--- src/hw/glb_pkg.sv ---
/*
 * Shared widths and request structs for one global buffer tile.
 * Two banks of 256 words of 64 bits each. Host addresses are byte addresses.
 */
package glb_pkg;

    // Bank geometry
    localparam int NUM_BANKS         = 2;
    localparam int BANK_DATA_WIDTH   = 64;
    localparam int BANK_STRB_WIDTH   = BANK_DATA_WIDTH / 8;
    localparam int BANK_ADDR_WIDTH   = 8;
    localparam int BANK_SEL_WIDTH    = 1;
    localparam int BYTE_OFFSET_WIDTH = 3;

    // Host byte address, low to high: byte offset, word address, bank select
    localparam int GLB_ADDR_WIDTH = BYTE_OFFSET_WIDTH + BANK_ADDR_WIDTH + BANK_SEL_WIDTH;

    // Configuration bus, tile field in [7:4] and register index in [3:2]
    localparam int TILE_ID_WIDTH         = 4;
    localparam int CFG_ADDR_WIDTH        = 8;
    localparam int CFG_DATA_WIDTH        = 32;
    localparam int CFG_BYTE_OFFSET_WIDTH = 2;
    localparam int CFG_REG_IDX_WIDTH     = 2;
    localparam int CFG_TILE_LSB          = CFG_BYTE_OFFSET_WIDTH + CFG_REG_IDX_WIDTH;

    localparam logic [CFG_REG_IDX_WIDTH-1:0] CFG_REG_START  = 2'd0;
    localparam logic [CFG_REG_IDX_WIDTH-1:0] CFG_REG_COUNT  = 2'd1;
    localparam logic [CFG_REG_IDX_WIDTH-1:0] CFG_REG_STATUS = 2'd2;

    // Word address across the tile, bank select above the word address
    localparam int STREAM_ADDR_WIDTH = BANK_SEL_WIDTH + BANK_ADDR_WIDTH;

    typedef struct packed {
        logic                       en;
        logic [BANK_STRB_WIDTH-1:0] strb;
        logic [GLB_ADDR_WIDTH-1:0]  addr;
        logic [BANK_DATA_WIDTH-1:0] data;
    } host_wr_t;

    typedef struct packed {
        logic                      en;
        logic [GLB_ADDR_WIDTH-1:0] addr;
    } host_rd_t;

    typedef struct packed {
        logic                       en;
        logic [BANK_STRB_WIDTH-1:0] strb;
        logic [BANK_ADDR_WIDTH-1:0] addr;
        logic [BANK_DATA_WIDTH-1:0] data;
    } bank_wr_t;

    typedef struct packed {
        logic                       en;
        logic [BANK_ADDR_WIDTH-1:0] addr;
    } bank_rd_t;

    // Count of zero means an empty stream
    typedef struct packed {
        logic [STREAM_ADDR_WIDTH:0] start_addr;
        logic [STREAM_ADDR_WIDTH:0] count;
    } stream_desc_t;

endpackage
--- src/hw/glb_addr_counter.sv ---
/*
 * Stream word address and remaining count. Address wraps within the tile.
 * A start address wider than the tile is truncated.
 */
`timescale 1ns/1ps

module glb_addr_counter (
    input  logic                                clk,
    input  logic                                arst_n,
    input  logic                                load,
    input  logic                                step,
    input  glb_pkg::stream_desc_t               desc,
    output glb_pkg::bank_rd_t                   stream_rd,
    output logic [glb_pkg::BANK_SEL_WIDTH-1:0]  bank_sel,
    output logic                                last
);
    import glb_pkg::*;

    logic [STREAM_ADDR_WIDTH-1:0] addr_q;
    logic [STREAM_ADDR_WIDTH:0]   remain_q;

    always_ff @(posedge clk or negedge arst_n) begin
        if (!arst_n) begin
            addr_q   <= '0;
            remain_q <= '0;
        end else if (load) begin
            addr_q   <= desc.start_addr[STREAM_ADDR_WIDTH-1:0];
            remain_q <= desc.count;
        end else if (step) begin
            addr_q   <= addr_q + 1'b1;
            remain_q <= remain_q - 1'b1;
        end
    end

    assign stream_rd.en   = step;
    assign stream_rd.addr = addr_q[BANK_ADDR_WIDTH-1:0];
    assign bank_sel       = addr_q[BANK_ADDR_WIDTH +: BANK_SEL_WIDTH];

    // On load the FSM needs to know whether the stream is empty
    assign last = load ? (desc.count == '0) : (remain_q <= 1);

    // A read is issued only while words remain, so never outside a stream
    a_no_step_when_empty: assert property (
        @(posedge clk) disable iff (!arst_n) step |-> (remain_q != '0)
    );

endmodule

--- config.mk ---
export PLATFORM = sky130hd
export DESIGN_NAME = glb_addr_counter
export DESIGN_NICKNAME = d
export VERILOG_FILES = /design/src/hw/glb_pkg.sv /design/src/hw/glb_addr_counter.sv
export SDC_FILE = /design/constraint.sdc
export NUM_CORES = 1
export LEC_CHECK = 0
export BUFFER_PORTS_ARGS = -buffer_cell sky130_fd_sc_hd__buf_4
export CELL_PAD_IN_SITES_DETAIL_PLACEMENT = 1
export CELL_PAD_IN_SITES_GLOBAL_PLACEMENT = 1
export CORE_MARGIN = 2
export CORE_UTILIZATION = 39
export CTS_CLUSTER_DIAMETER = 60
export DETAILED_ROUTE_END_ITERATION = 10
export PLACE_DENSITY = 0.82
export SLEW_MARGIN = 20
export SYNTH_ARGS = -nofsm -noshare
export SYNTH_HDL_FRONTEND = slang
export SYNTH_SLANG_ARGS = --single-unit
--- constraint.sdc ---
create_clock -name clk -period 3.25 [get_ports clk]
set_clock_uncertainty 0.05 [all_clocks]
set_input_delay 0.1625 -clock clk [delete_from_list [all_inputs] [get_ports clk]]
set_output_delay 0.1625 -clock clk [all_outputs]
set_load 0.01 [all_outputs]
# After elaboration in Yosys (flattened, before gate mapping)
# Index checks and enable logic that the tools add are counted.
# classes
n_addsub,2
order_cmp,1
mux,5
reduce_logical,2
# op_table
operator,n
2-to-1 mux 10 bit,2
2-to-1 mux 9 bit,2
<= comparator 10 x 1 -> 1 bit (second input constant),1
logical NOT 10 bit,1
subtractor 10 x 1 -> 10 bit (second input constant),1
adder 9 x 1 -> 9 bit (second input constant),1
nonzero test 2 bit,1
2-to-1 mux 1 bit,1
# totals
register_bits,19
inputBits,24
out_inout_bits,11
word_cells,12

# Depth between registers and ports, before layout
# Gate-level depths: netlist of the first run.
# logic_depth
ltp_word,3
ltp_mapped,5
mapped_depth_nobuf,5

# Least setup slack after synthesis of the first run
# Ideal clock, no wire load.
# synth_timing
path_kind,reg2reg
startpoint,register remain_q[6]
endpoint,register remain_q[9]
setup_time_ns,0.082
arrival_ns,1.648
t_required_ns,3.118
setup_slack_ns,1.470
stages_incl_launch_ff,5
n_path_buf,1
period_less_slack_ns,1.780
path_cell_list,dfrtp_1 > or4_1 > buf_2 > or4_1 > a31oi_1
# synth_between
elab_chain_cells,3
# synth_rtl
item,line_no,text
start: declaration,glb_addr_counter.sv:20,logic [STREAM_ADDR_WIDTH:0] remain_q;
start signal: assignment,glb_addr_counter.sv:28,remain_q <= desc.count;
start signal: assignment,glb_addr_counter.sv:31,remain_q <= remain_q - 1'b1;
subtractor 10 x 1 -> 10 bit,glb_addr_counter.sv:31,
2-to-1 mux 10 bit,glb_addr_counter.sv:29,end else if (step) begin
2-to-1 mux 10 bit,glb_addr_counter.sv:26,end else if (load) begin
# No other way between the ends. The select of a mux whose other input is x is not followed.
# A chain may end at the register's enable or synchronous reset.

# Final worst setup path of the first run
# layout_timing
startpoint,register remain_q[6]
endpoint,output last
# layout_between
elab_chain_cells,2
# layout_rtl
item,line_no,text
<= comparator 10 x 1 -> 1 bit,glb_addr_counter.sv:40,assign last = load ? (desc.count == '0) : (remain_q <= 1);
2-to-1 mux 1 bit,glb_addr_counter.sv:40,
end: declaration,glb_addr_counter.sv:15,output logic last
# No other way between the ends.

==> summary.txt, run 1 <==
Critical path
  – WP depth: 3
  – Crit. End Element: output port
  – Critical path buffers and inverters: 1
  – R2R setup slack: approximately 1300 ps
  – Worst r2r dst: remain_q[9]
  – Reg2Reg Launch Point: remain_q[6]
  – Worst path cell trace: or4_1 > o31ai_1 > buf_4
  – Delay of the slowest critical-path stage: between 600 and 700 ps
  – Critical path fanouts, max: 7
  – Delay-heaviest family, CP: simple AND/OR/NAND/NOR gates
  – Slowest CP cell: or4_1
  – Crit path from: remain_q[6]
  – Worst EP required: 3040 ps
  – Worst setup SP type: flop
  – Critical Path Sink: last
  – Worst-case reg-to-reg path depth: 3
  – WP data arrival: 1840 ps
  – Critical path class: reg -> out

Clock network
  – Worst-case clock buffer depth: 2
  – Clock transition at path regs: roughly 110 ps
  – # Post-CTS Setup Buffers: 0
  – CTS sink cnt: 19
  – TritonCTS clock tree: yes
  – Skew-Pair Late Insertion Delay: 300 ps
  – CTS Root Buffer Type: clkbuf_4
  – Post-CTS sizing: 0
  – H-Tree Depth: 1
  – CTS Hold Bufs: 2
  – Number of buffers created by CTS: 3

Die
  – # rows: 19
  – Die X: about 57 microns
  – Num ports: 35
  – Die area: ~3200 sq um
  – Die Ht: roughly 57 microns
  – Core Area: roughly 2700 sq um
  – Initial Util: 0.400

Placed design
  – Gpl congestion: roughly 0.73
  – Port Buffers: 33
  – Pre-CTS setup slack: between 1000 and 1500 ps
  – Post-Place Cells: ~180
  – Area of placed instances: 1340 sq um
  – Post-DP HPWL: approximately 2200 microns

Yosys
  – Synthesis Warnings: 0
  – Post-Synth Adder-Cell Area: 0.0346
  – Synth top cells by count: dfrtp_1, nand2_1, o21ai_0
  – Post-synth top area share: 0.438
  – Top-count cell post-synth: dfrtp_1
  – Asr flop ratio synth: 1.00
  – Main combinational cell family by area after synthesis: simple AND/OR/NAND/NOR gates
  – Area leader, netlist: dfrtp_1
  – Post-Synth Simple-Gate Area: 0.265
  – Mux cell area share after synthesis: 0.0196
  – Netlist cell types: 27
  – #FFs+latches synth: 19
  – Syn Area/Cell: about 9 sq um
  – XOR/XNOR Fraction of Synth Area: 0.0484
  – Synthesized cell area: approximately 1100 sq um
  – Synth Area in Compound Gates: 0.150
  – Main flop type after synthesis: dfrtp_1
  – Sequential cell area fraction in the yosys report: 0.438
  – Post-synth EDFFs: 0
  – Main area contributors after synthesis: dfrtp_1, nand2_1, or4_1, o21ai_0, a31oi_1
  – Cells after Synth: approximately 120
  – Syn_nets: around 150

Power
  – Switching Share: 0.314
  – Flop pwr share: 0.536
  – Peak supply drop: 322 uV
  – LEAKAGE: around 0.6 nW
  – Clk pwr share: 0.222
  – P per Cell Area: 393 nW/um^2
  – Switching power: 0.000172 W
  – Internal: between 0.0003 and 0.0004 W
  – Power share of the combinational group: 0.241

Final layout
  – N_diodes: 0
  – Final instance area: roughly 1400 sq um
  – Area of the multi-input gates: approximately 560 sq um
  – Layout cell share with drive strength beyond 1: 0.255
  – Filler instances: 341
  – # nets final: ~180
  – Area Overhead vs Synth: 28.3%
  – Reg area: roughly 480 sq um
  – Post-Layout Cell Count: 184

Timing
  – Post-route setup TNS: 0 ps
  – Period minus WS final: between 2000 and 2500 ps
  – Worst-Margin Slew: ~470 ps
  – Period utilisation layout: 0.630
  – Pins Over Slew Limit: 0
  – Final setup fails: 0
  – Final Hold Viols: 0
  – Fmax: between 400 and 500 MHz
  – Slew headroom: 0.684
  – RSZ-0062 raised after global routing: no
  – Setup ws final: between 1000 and 1500 ps

Detailed routing
  – DRT antenna net count: 0
  – Residual DRC: 0
  – Total routed wirelength: between 2000 and 3000 microns
  – Via density: approximately 5.7
  – Wire per inst: between 15 and 20 microns
  – Vias: around 1.1k
  – TritonRoute pass-1 iters: 4
  – Initial detailed-routing violation count: 26

GRT
  – Gr ovfl total: 0
  – Largest net degree at the start of global routing: 30
  – Vias in the first global route: around 1.1k
  – Global-route wire length before repair: approximately 5000 microns
  – Antenna violations before repair: 0
  – GRT Util Overall: 0.196

Worst hold path
  – Hold Path Class: in -> reg

Run
  – Max-cap check violation count: 0

Status
  – Status: finished, final reports clean
==> metrics by stage <==
stage           util  hold slack [ps]  power, W
3_5_place_dp   0.493             6.80  0.000428
6_report       0.513             8.89  0.000547
3_3_place_gp   0.493             4.13  0.000418
2_1_floorplan      -             -183  0.000359
5_1_grt        0.513             7.31  0.000588
4_1_cts        0.510             1.93  0.000557
==> area by class of cell <==
type | count | share of cell area
clock buffers | 4 | 0.0189
inverters | 3 | 0.00809
multi-input cells | 91 | 0.404
flip-flops and latches | 19 | 0.342
well taps | 31 | 0.0279
repair buffers | 36 | 0.200
==> power by group through the flow <==
stage / registers [W] / logic [W] / clock network [W]
6_report: 0.000294 / 0.000132 / 0.000122
5_1_grt: 0.000299 / 0.000148 / 0.000141
4_1_cts: 0.000293 / 0.000133 / 0.000132
3_5_place_dp: 0.000297 / 0.000130 / 0
3_3_place_gp: 0.000295 / 0.000123 / 0
2_1_floorplan: 0.000295 / 0.0000635 / 0
==> worst register-to-register path: cells and delay by family (launching register included) <==
family	cells	cell delay, ps
AOI/OAI and AO/OA	1	170
DFF	1	410
and+or+nand+nor	2	1220
==> worst min path at each step <==
stage / end / cells after the start / from / slack (ps)
global route: addr_q[3] / 3 / desc[13] / 7
detailed placement: remain_q[8] / 1 / arst_n / 7
floorplan: addr_q[0] / 0 / arst_n / -180
finish: addr_q[6] / 3 / desc[16] / 9
global placement: remain_q[8] / 1 / arst_n / 4
CTS: addr_q[6] / 3 / desc[16] / 2
==> logic make-up (layout without fill, tap and decap cells) <==
family / after synthesis / in the layout
AO/OA/AOI/OAI: 26 / 26
XOR/XNOR: 6 / 6
adder cells (fa/ha/maj): 3 / 3
buffers and inverters: 11 / 43
flip-flops: 19 / 19
multiplexers: 2 / 2
AND/OR/NAND/NOR: 54 / 54
==> per-layer routing <==
metal,wire (microns),global-route usage,vias up,share of wire
li1,-,-,513,-
met3,155,0.0507,0,0.052
met4,0,0.00997,0,0
met2,1500,0.329,30,0.51
met1,1310,0.267,513,0.44
met5,0,0,-,0
==> flip-flops by register name (all words and copies together) (netlist names) <==
name,count
remain_q,10
addr_q,9
==> placed cells by master (no fill, tap or decap), types with 4 or more instances in the layout <==
master and count:
a31oi_1 6, buf_4 33, dfrtp_1 19, nand2_1 18, nand3_1 5, nand4_1 6
nor2_1 6, o211ai_1 5, o21ai_0 10, o31ai_1 5, or4_1 9, xor2_1 4
Power figures use the tool's default switching activity.
==> run 2, diff against run 1 <==
--- a/config.mk
+++ b/config.mk
@@ -5,14 +5,15 @@
 export SDC_FILE = /design/constraint.sdc
 export NUM_CORES = 1
 export LEC_CHECK = 0
+export ABC_AREA = 1
 export BUFFER_PORTS_ARGS = -buffer_cell sky130_fd_sc_hd__buf_4
 export CELL_PAD_IN_SITES_DETAIL_PLACEMENT = 1
 export CELL_PAD_IN_SITES_GLOBAL_PLACEMENT = 1
 export CORE_MARGIN = 2
-export CORE_UTILIZATION = 39
+export CORE_UTILIZATION = 36
 export CTS_CLUSTER_DIAMETER = 60
 export DETAILED_ROUTE_END_ITERATION = 10
-export PLACE_DENSITY = 0.82
+export PLACE_DENSITY = 0.77
 export SLEW_MARGIN = 20
 export SYNTH_ARGS = -nofsm -noshare
 export SYNTH_HDL_FRONTEND = slang
==> constraint.sdc (replaced) <==
create_clock -name clk -period 2.1 [get_ports clk]
set_clock_uncertainty 0.05 [all_clocks]
set_input_delay 0.105 -clock clk [delete_from_list [all_inputs] [get_ports clk]]
set_output_delay 0.105 -clock clk [all_outputs]
set_load 0.01 [all_outputs]
==> run 2 against run 1 <==
Final area up 22%. Area after synthesis up 14%. Highest routed layer is now met4. Routed wire length up 27%. Sequential share of layout area down 6.2 points. Critical path depth up 4.
==> summary.txt, run 2 <==
Worst hold path
  – Hold EP: remain_q[0]
  – HP Start: desc[0]
  – Hold Path Class: in -> reg
  – Hold path cells: 3 (unchanged)

Final layout
  – # nets final: 245 (+35%)
  – Max reg flops: 10 (unchanged)
  – N_diodes: 0 (unchanged)
  – Filler instances: 440 (+29%)
  – Area Overhead vs Synth: 37.8%
  – Most frequent cells in the layout: nand2_1, buf_4, nand3_1
  – Layout cell share with drive strength beyond 1: 0.217 (-0.0383)
  – Most common cell after layout, fill and taps aside: nand2_1
  – Final instance area: 1700 sq um (+22%)
  – Regs by FF count: remain_q x10, addr_q x9
  – Biggest register: remain_q

Yosys
  – Syn_nets: 195 (+32%)
  – Top-count cell post-synth: nand2_1
  – Main flop type after synthesis: dfrtp_1
  – Netlist cell types: 27 (unchanged)
  – Cells after Synth: 168 (+39%)
  – Syn Area/Cell: 7.35 sq um (-18%)
  – #FFs+latches synth: 19 (unchanged)
  – Synthesis Warnings: 0 (unchanged)
  – Asr flop ratio synth: 1.00 (unchanged)
  – Synth top cells by count: nand2_1, nand3_1, dfrtp_1, inv_1, nor2_1
  – Main area contributors after synthesis: dfrtp_1, nand2_1, nand3_1, inv_1, a22oi_2
  – Area leader, netlist: dfrtp_1
  – Post-synth top area share: 0.385 (-0.0533)
  – Post-synth EDFFs: 0 (unchanged)
  – Sequential cell area fraction in the yosys report: 0.385 (-0.0533)
  – Synthesized cell area: 1230 sq um (+14%)

GRT
  – Gr ovfl total: 0 (unchanged)
  – GRT Util Overall: 0.213 (+0.0173)
  – Global-route wire length before repair: 6700 microns (+34%)
  – Vias in the first global route: 1460 (+39%)
  – Antenna violations before repair: 0 (unchanged)
  – Largest net degree at the start of global routing: 24 (-20%)

Timing
  – Period utilisation layout: 0.800
  – Final setup fails: 0 (unchanged)
  – Slew headroom: 0.657 (-0.0270)
  – Period minus WS final: about 1700 ps
  – Fmax: slightly below 600 MHz
  – Pins Over Slew Limit: 0 (unchanged)
  – Worst-Margin Slew: 512 ps (+39.1 ps)
  – RSZ-0062 raised after global routing: no
  – Hold WS: 8.50 ps (-0.392 ps)
  – Post-route setup TNS: 0 ps (unchanged)
  – Final Hold Viols: 0 (unchanged)

Critical path
  – Crit. End Element: output port
  – Critical path fanouts, max: 4 (-3)
  – Worst r2r dst: remain_q[8]
  – Critical path class: reg -> out
  – R2R setup slack: 660 ps (-670 ps)
  – Worst EP required: 1950 ps (-1090 ps)
  – Worst setup SP type: flop
  – Reg2Reg Launch Point: remain_q[0]
  – Worst-case reg-to-reg path depth: 7 (+4)
  – WP data arrival: 1520 ps (-320 ps)

Die
  – Initial Util: 0.373 (-0.0273)
  – Die X: 62.6 microns (+10%)
  – Die Ht: 62.6 microns (+10%)
  – Die area: 3920 sq um (+22%)
  – Num ports: 35 (unchanged)
  – Core Area: 3310 sq um (+22%)
  – # rows: 21 (+2)

Detailed routing
  – TritonRoute pass-1 iters: 4 (unchanged)
  – Initial detailed-routing violation count: 29 (+12%)
  – Vias: 1315 (+25%)
  – Total routed wirelength: 3770 microns (+27%)
  – Via density: 5.00 (-13%)
  – DRT antenna net count: 0 (unchanged)
  – Residual DRC: 0 (unchanged)
  – Wire per inst: 14.3 microns (-11%)

Clock network
  – CTS Root Buffer Type: clkbuf_4
  – Worst-case clock buffer depth: 2 (unchanged)
  – Skew-Pair Late Insertion Delay: 320 ps (+20 ps)
  – H-Tree Depth: 1 (unchanged)
  – TritonCTS clock tree: yes
  – Number of buffers created by CTS: 3 (unchanged)
  – Clock transition at path regs: 120 ps (about the same)
  – CTS sink cnt: 19 (unchanged)

Power
  – Internal: 0.000622 W (+66%)
  – LEAKAGE: 0.850 nW (+42%)
  – Peak supply drop: 248 uV (-23%)
  – Switching power: 0.000334 W (+95%)
  – Power share of the combinational group: 0.305 (+0.064)
  – Switching Share: 0.349 (+0.0354)
  – Flop pwr share: 0.480 (-0.056)
  – Pwr Total: 0.000956 W (+75%)
  – P per Cell Area: 562 nW/um^2 (+43%)
  – Clk pwr share: 0.215 (-0.007)

Placed design
  – Gpl congestion: 0.797 (+9.3%)
  – Port Buffers: 33 (unchanged)
  – Post-DP HPWL: 2710 microns (+25%)
  – Area of placed instances: 1520 sq um (+13%)

Run
  – Max-cap check violation count: 0 (unchanged)

Status
  – Status: finished, final reports clean
==> run 2: cell type report <==
cell class | instances | area, sq um | area share
multi-input combinational | 123 | 648 | 0.381
sequential | 19 | 475 | 0.279
inverter | 21 | 78.8 | 0.0463
clock buffer | 4 | 26.3 | 0.0154
tap | 46 | 57.6 | 0.0338
timing repair buffer | 50 | 415 | 0.244
==> run 2: worst max path at each step <==
stage / start / to / slack, ps
after floorplan: remain_q[0] / remain_q[8] / 850
after global placement: load / remain_q[2] / 720
after detailed placement: load / remain_q[2] / 630
after CTS: remain_q[0] / last / 410
after global routing: remain_q[0] / last / 310
final: remain_q[0] / last / 420
==> run 2: metal layers <==
| metal | wire length, microns | track usage | vias to the layer above |
|---|---|---|---|
| li1 | - | - | 645 |
| met1 | 1590 | 0.240 | 636 |
| met2 | 2000 | 0.411 | 26 |
| met3 | 104 | 0.0234 | 8 |
| met4 | 82 | 0.0722 | 0 |
| met5 | 0 | 0 | - |
==> run 2: power by group through the flow <==
stage / combinational [W] / sequential (W) / clock (W)
global route: 0.000330 / 0.000467 / 0.000231
floorplan: 0.000150 / 0.000465 / 0
CTS: 0.000296 / 0.000459 / 0.000210
detailed placement: 0.000271 / 0.000466 / 0
global placement: 0.000260 / 0.000463 / 0
finish: 0.000291 / 0.000459 / 0.000206
==> run 2: kinds of logic after synthesis <==
kind of cell | share of synthesized area
AO/OA/AOI/OAI | 0.144
XOR/XNOR | 0.0355
adder cells (fa/ha/maj) | 0.0304
buffers and inverters | 0.0902
flip-flops | 0.385
AND/OR/NAND/NOR | 0.315
==> run 2: metrics by stage <==
step,setup slack (ps),utilization,std cells
floorplan,849,-,168
global placement,716,0.458,243
detailed placement,630,0.458,243
CTS,415,0.514,263
global route,311,0.514,263
finish,421,0.514,263
==> run 2: what timing repair did <==
action                                 4_1_cts  5_1_grt
resized for setup                            0        0
hold buffers                                16        0
setup buffers                                0        0
setup endpoints to repair                    0        0
endpoints found under the hold margin       34        0
==> run 2: critical path, cell delays in order, from the launching register on <==
cell and delay (ps):
dfrtp_1 410, inv_1 130, ha_1 220, nand2_1 100, nand2_1 80, nand3_1 80, nand2_1 80, buf_4 110
==> run 3, diff against run 2 <==
==> constraint.sdc (replaced) <==
create_clock -name clk -period 1.7 [get_ports clk]
set_clock_uncertainty 0.05 [all_clocks]
set_input_delay 0.085 -clock clk [delete_from_list [all_inputs] [get_ports clk]]
set_output_delay 0.085 -clock clk [all_outputs]
set_load 0.01 [all_outputs]
==> run 3 against run 2 <==
The run now ends with hold timing left. Largest power group unchanged. Largest cell class unchanged. Worst setup slack lost 310 ps. Core utilization up 0.38 points. Final area is 0.74% higher. Clock power increased by 20%. Final cell count grew 0.38%. Register-to-register slack got worse by 360 ps. Non-clock buffer count is 1 higher. Combinational power up 24%. Global-route usage shrank 0.38 points.
==> summary.txt, run 3 (synthesis results as in run 2) <==
Status
  – Status: complete, but fails checks
  – Violated checks: hold timing

Final layout
  – Regs by FF count: remain_q x10, addr_q x9
  – Biggest register: remain_q
  – Filler instances: 428 (-2.7%)
  – Max reg flops: 10 (unchanged)
  – Most frequent cells in the layout: nand2_1, buf_4, nand3_1
  – Reg area: 475 sq um (unchanged)
  – N_diodes: 0 (unchanged)
  – Layout cell share with drive strength beyond 1: 0.225 (+0.00818)
  – # nets final: 246 (+0.41%)
  – Most common cell after layout, fill and taps aside: nand2_1
  – Utilization after layout: 0.518 (+0.00378)
  – Area of the multi-input gates: 651 sq um (+0.39%)
  – Area Overhead vs Synth: 38.8%

Placed design
  – Gpl congestion: 0.816 (+2.3%)
  – Post-DP HPWL: 2630 microns (-2.8%)
  – Port Buffers: 33 (unchanged)

Power
  – Peak supply drop: 284 uV (+15%)
  – LEAKAGE: 0.852 nW (+0.22%)
  – Pwr Total: 0.00118 W (+23%)
  – P per Cell Area: 686 nW/um^2 (+22%)

Timing
  – Final Hold Viols: 1 (+1)
  – RSZ-0062 raised after global routing: no
  – Period minus WS final: about 1600 ps
  – Fmax: between 600 and 700 MHz
  – Slew headroom: 0.776 (+0.119)
  – Worst-Margin Slew: 335 ps (-177 ps)
  – Pins Over Slew Limit: 0 (unchanged)
  – Final setup fails: 0 (unchanged)
  – Hold WS: -4.20 ps (-12.7 ps)
  – Post-route setup TNS: 0 ps (unchanged)
  – Period utilisation layout: 0.936

Detailed routing
  – Total routed wirelength: 3700 microns (-1.8%)
  – TritonRoute pass-1 iters: 4 (unchanged)
  – Via density: 5.05 (+0.91%)
  – Residual DRC: 0 (unchanged)
  – DRT antenna net count: 0 (unchanged)
  – Wire per inst: 14.0 microns (-2.2%)
  – Initial detailed-routing violation count: 33 (+14%)
  – Vias: 1332 (+1.3%)

Clock network
  – TritonCTS clock tree: yes
  – Number of buffers created by CTS: 3 (unchanged)
  – Clock transition at path regs: 120 ps (about the same)
  – Worst-case clock buffer depth: 2 (unchanged)
  – H-Tree Depth: 1 (unchanged)
  – CTS Root Buffer Type: clkbuf_4
  – Skew-Pair Late Insertion Delay: 310 ps (about the same)
  – CTS sink cnt: 19 (unchanged)
  – # Post-CTS Setup Buffers: 0 (unchanged)

Die
  – Initial Util: 0.373 (unchanged)
  – # rows: 21 (unchanged)
  – Die Ht: 62.6 microns (unchanged)
  – Die area: 3920 sq um (unchanged)
  – Num ports: 35 (unchanged)
  – Die X: 62.6 microns (unchanged)
  – Core Area: 3310 sq um (unchanged)

GRT
  – Gr ovfl total: 0 (unchanged)
  – Global-route wire length before repair: 6490 microns (-3.2%)
  – Met1 GRT Util: 0.243 (+0.00317)
  – Antenna violations before repair: 0 (unchanged)
  – GR Util met3: 0.0252 (+0.00180)
  – Largest net degree at the start of global routing: 24 (unchanged)
  – GR peak layer: met2
  – GRT Util Overall: 0.209 (-0.00385)
  – Met2 usage: 0.399 (-0.0121)
  – Vias in the first global route: 1407 (-3.6%)

Critical path
  – Critical path class: reg -> out
  – WP data arrival: 1460 ps (-60 ps)
  – Critical path fanouts, max: 3 (-1)
  – Worst EP required: 1560 ps (-390 ps)
  – Crit. End Element: output port
  – Worst setup SP type: flop

Worst hold path
  – Hold Path Class: in -> reg

Run
  – Max-cap check violation count: 0 (unchanged)
[run 3: cell types whose count changed in the layout (fill, tap and decap cells not counted)]
cell           change
dlygate4sd3_1      +1
ha_1               -1
ha_2               +1
inv_1              -1
inv_2              +1
[run 3: layout make-up]
type	instances	area share
Inverter	21	0.0460
Timing Repair Buffer	51	0.248
Multi-Input combinational cell	123	0.380
Clock buffer	4	0.0153
Tap cell	46	0.0336
Sequential cell	19	0.277
[run 3: per-layer routing]
| layer | wire length, microns | vias to the layer above |
|---|---|---|
| met2 | 1990 | 24 |
| met1 | 1580 | 649 |
| li1 | - | 654 |
| met3 | 98 | 5 |
| met5 | 0 | - |
| met4 | 42 | 0 |
[run 3: per-stage QoR]
stage | instance area (sq um) | worst slack [ps] | std cells | hold slack [ps]
2_1_floorplan | 1230 | 449 | 168 | -261
3_3_place_gp | 1520 | 354 | 243 | -62.7
3_5_place_dp | 1520 | 281 | 243 | -61.6
4_1_cts | 1710 | 58.7 | 264 | 1.17
5_1_grt | 1710 | 3.92 | 264 | 20.9
6_report | 1710 | 109 | 264 | -4.20
[run 3: worst max-delay path, stage by stage (launching register included)]
cell	delay, ps
dfrtp_1	400
inv_1	100
ha_2	220
nand2_1	90
nand2_1	80
nand3_1	80
nand2_1	70
buf_4	110
[run 3: worst paths after layout]
kind,endpoint,slack (ps),cells past startpoint,from
min reg2reg,remain_q[5],500,2,remain_q[5]
max,last,110,7,remain_q[1]
max reg2reg,remain_q[8],300,7,remain_q[1]
min,remain_q[0],-4,3,desc[0]
max in group asynchronous,addr_q[6],1250,2,arst_n
min in group asynchronous,remain_q[3],130,2,arst_n
[run 3: where the power goes]
group | total, W | internal [W] | switching (W)
logic | 0.000362 | 0.000175 | 0.000186
registers | 0.000568 | 0.000504 | 0.0000635
clock network | 0.000247 | 0.0000916 | 0.000155
[run 3: repair_timing]
item / in CTS / in global routing
gates resized for setup: 0 / 2
hold endpoints to repair: 35 / 0
setup endpoints to repair: 0 / 1
hold buffers: 17 / 0
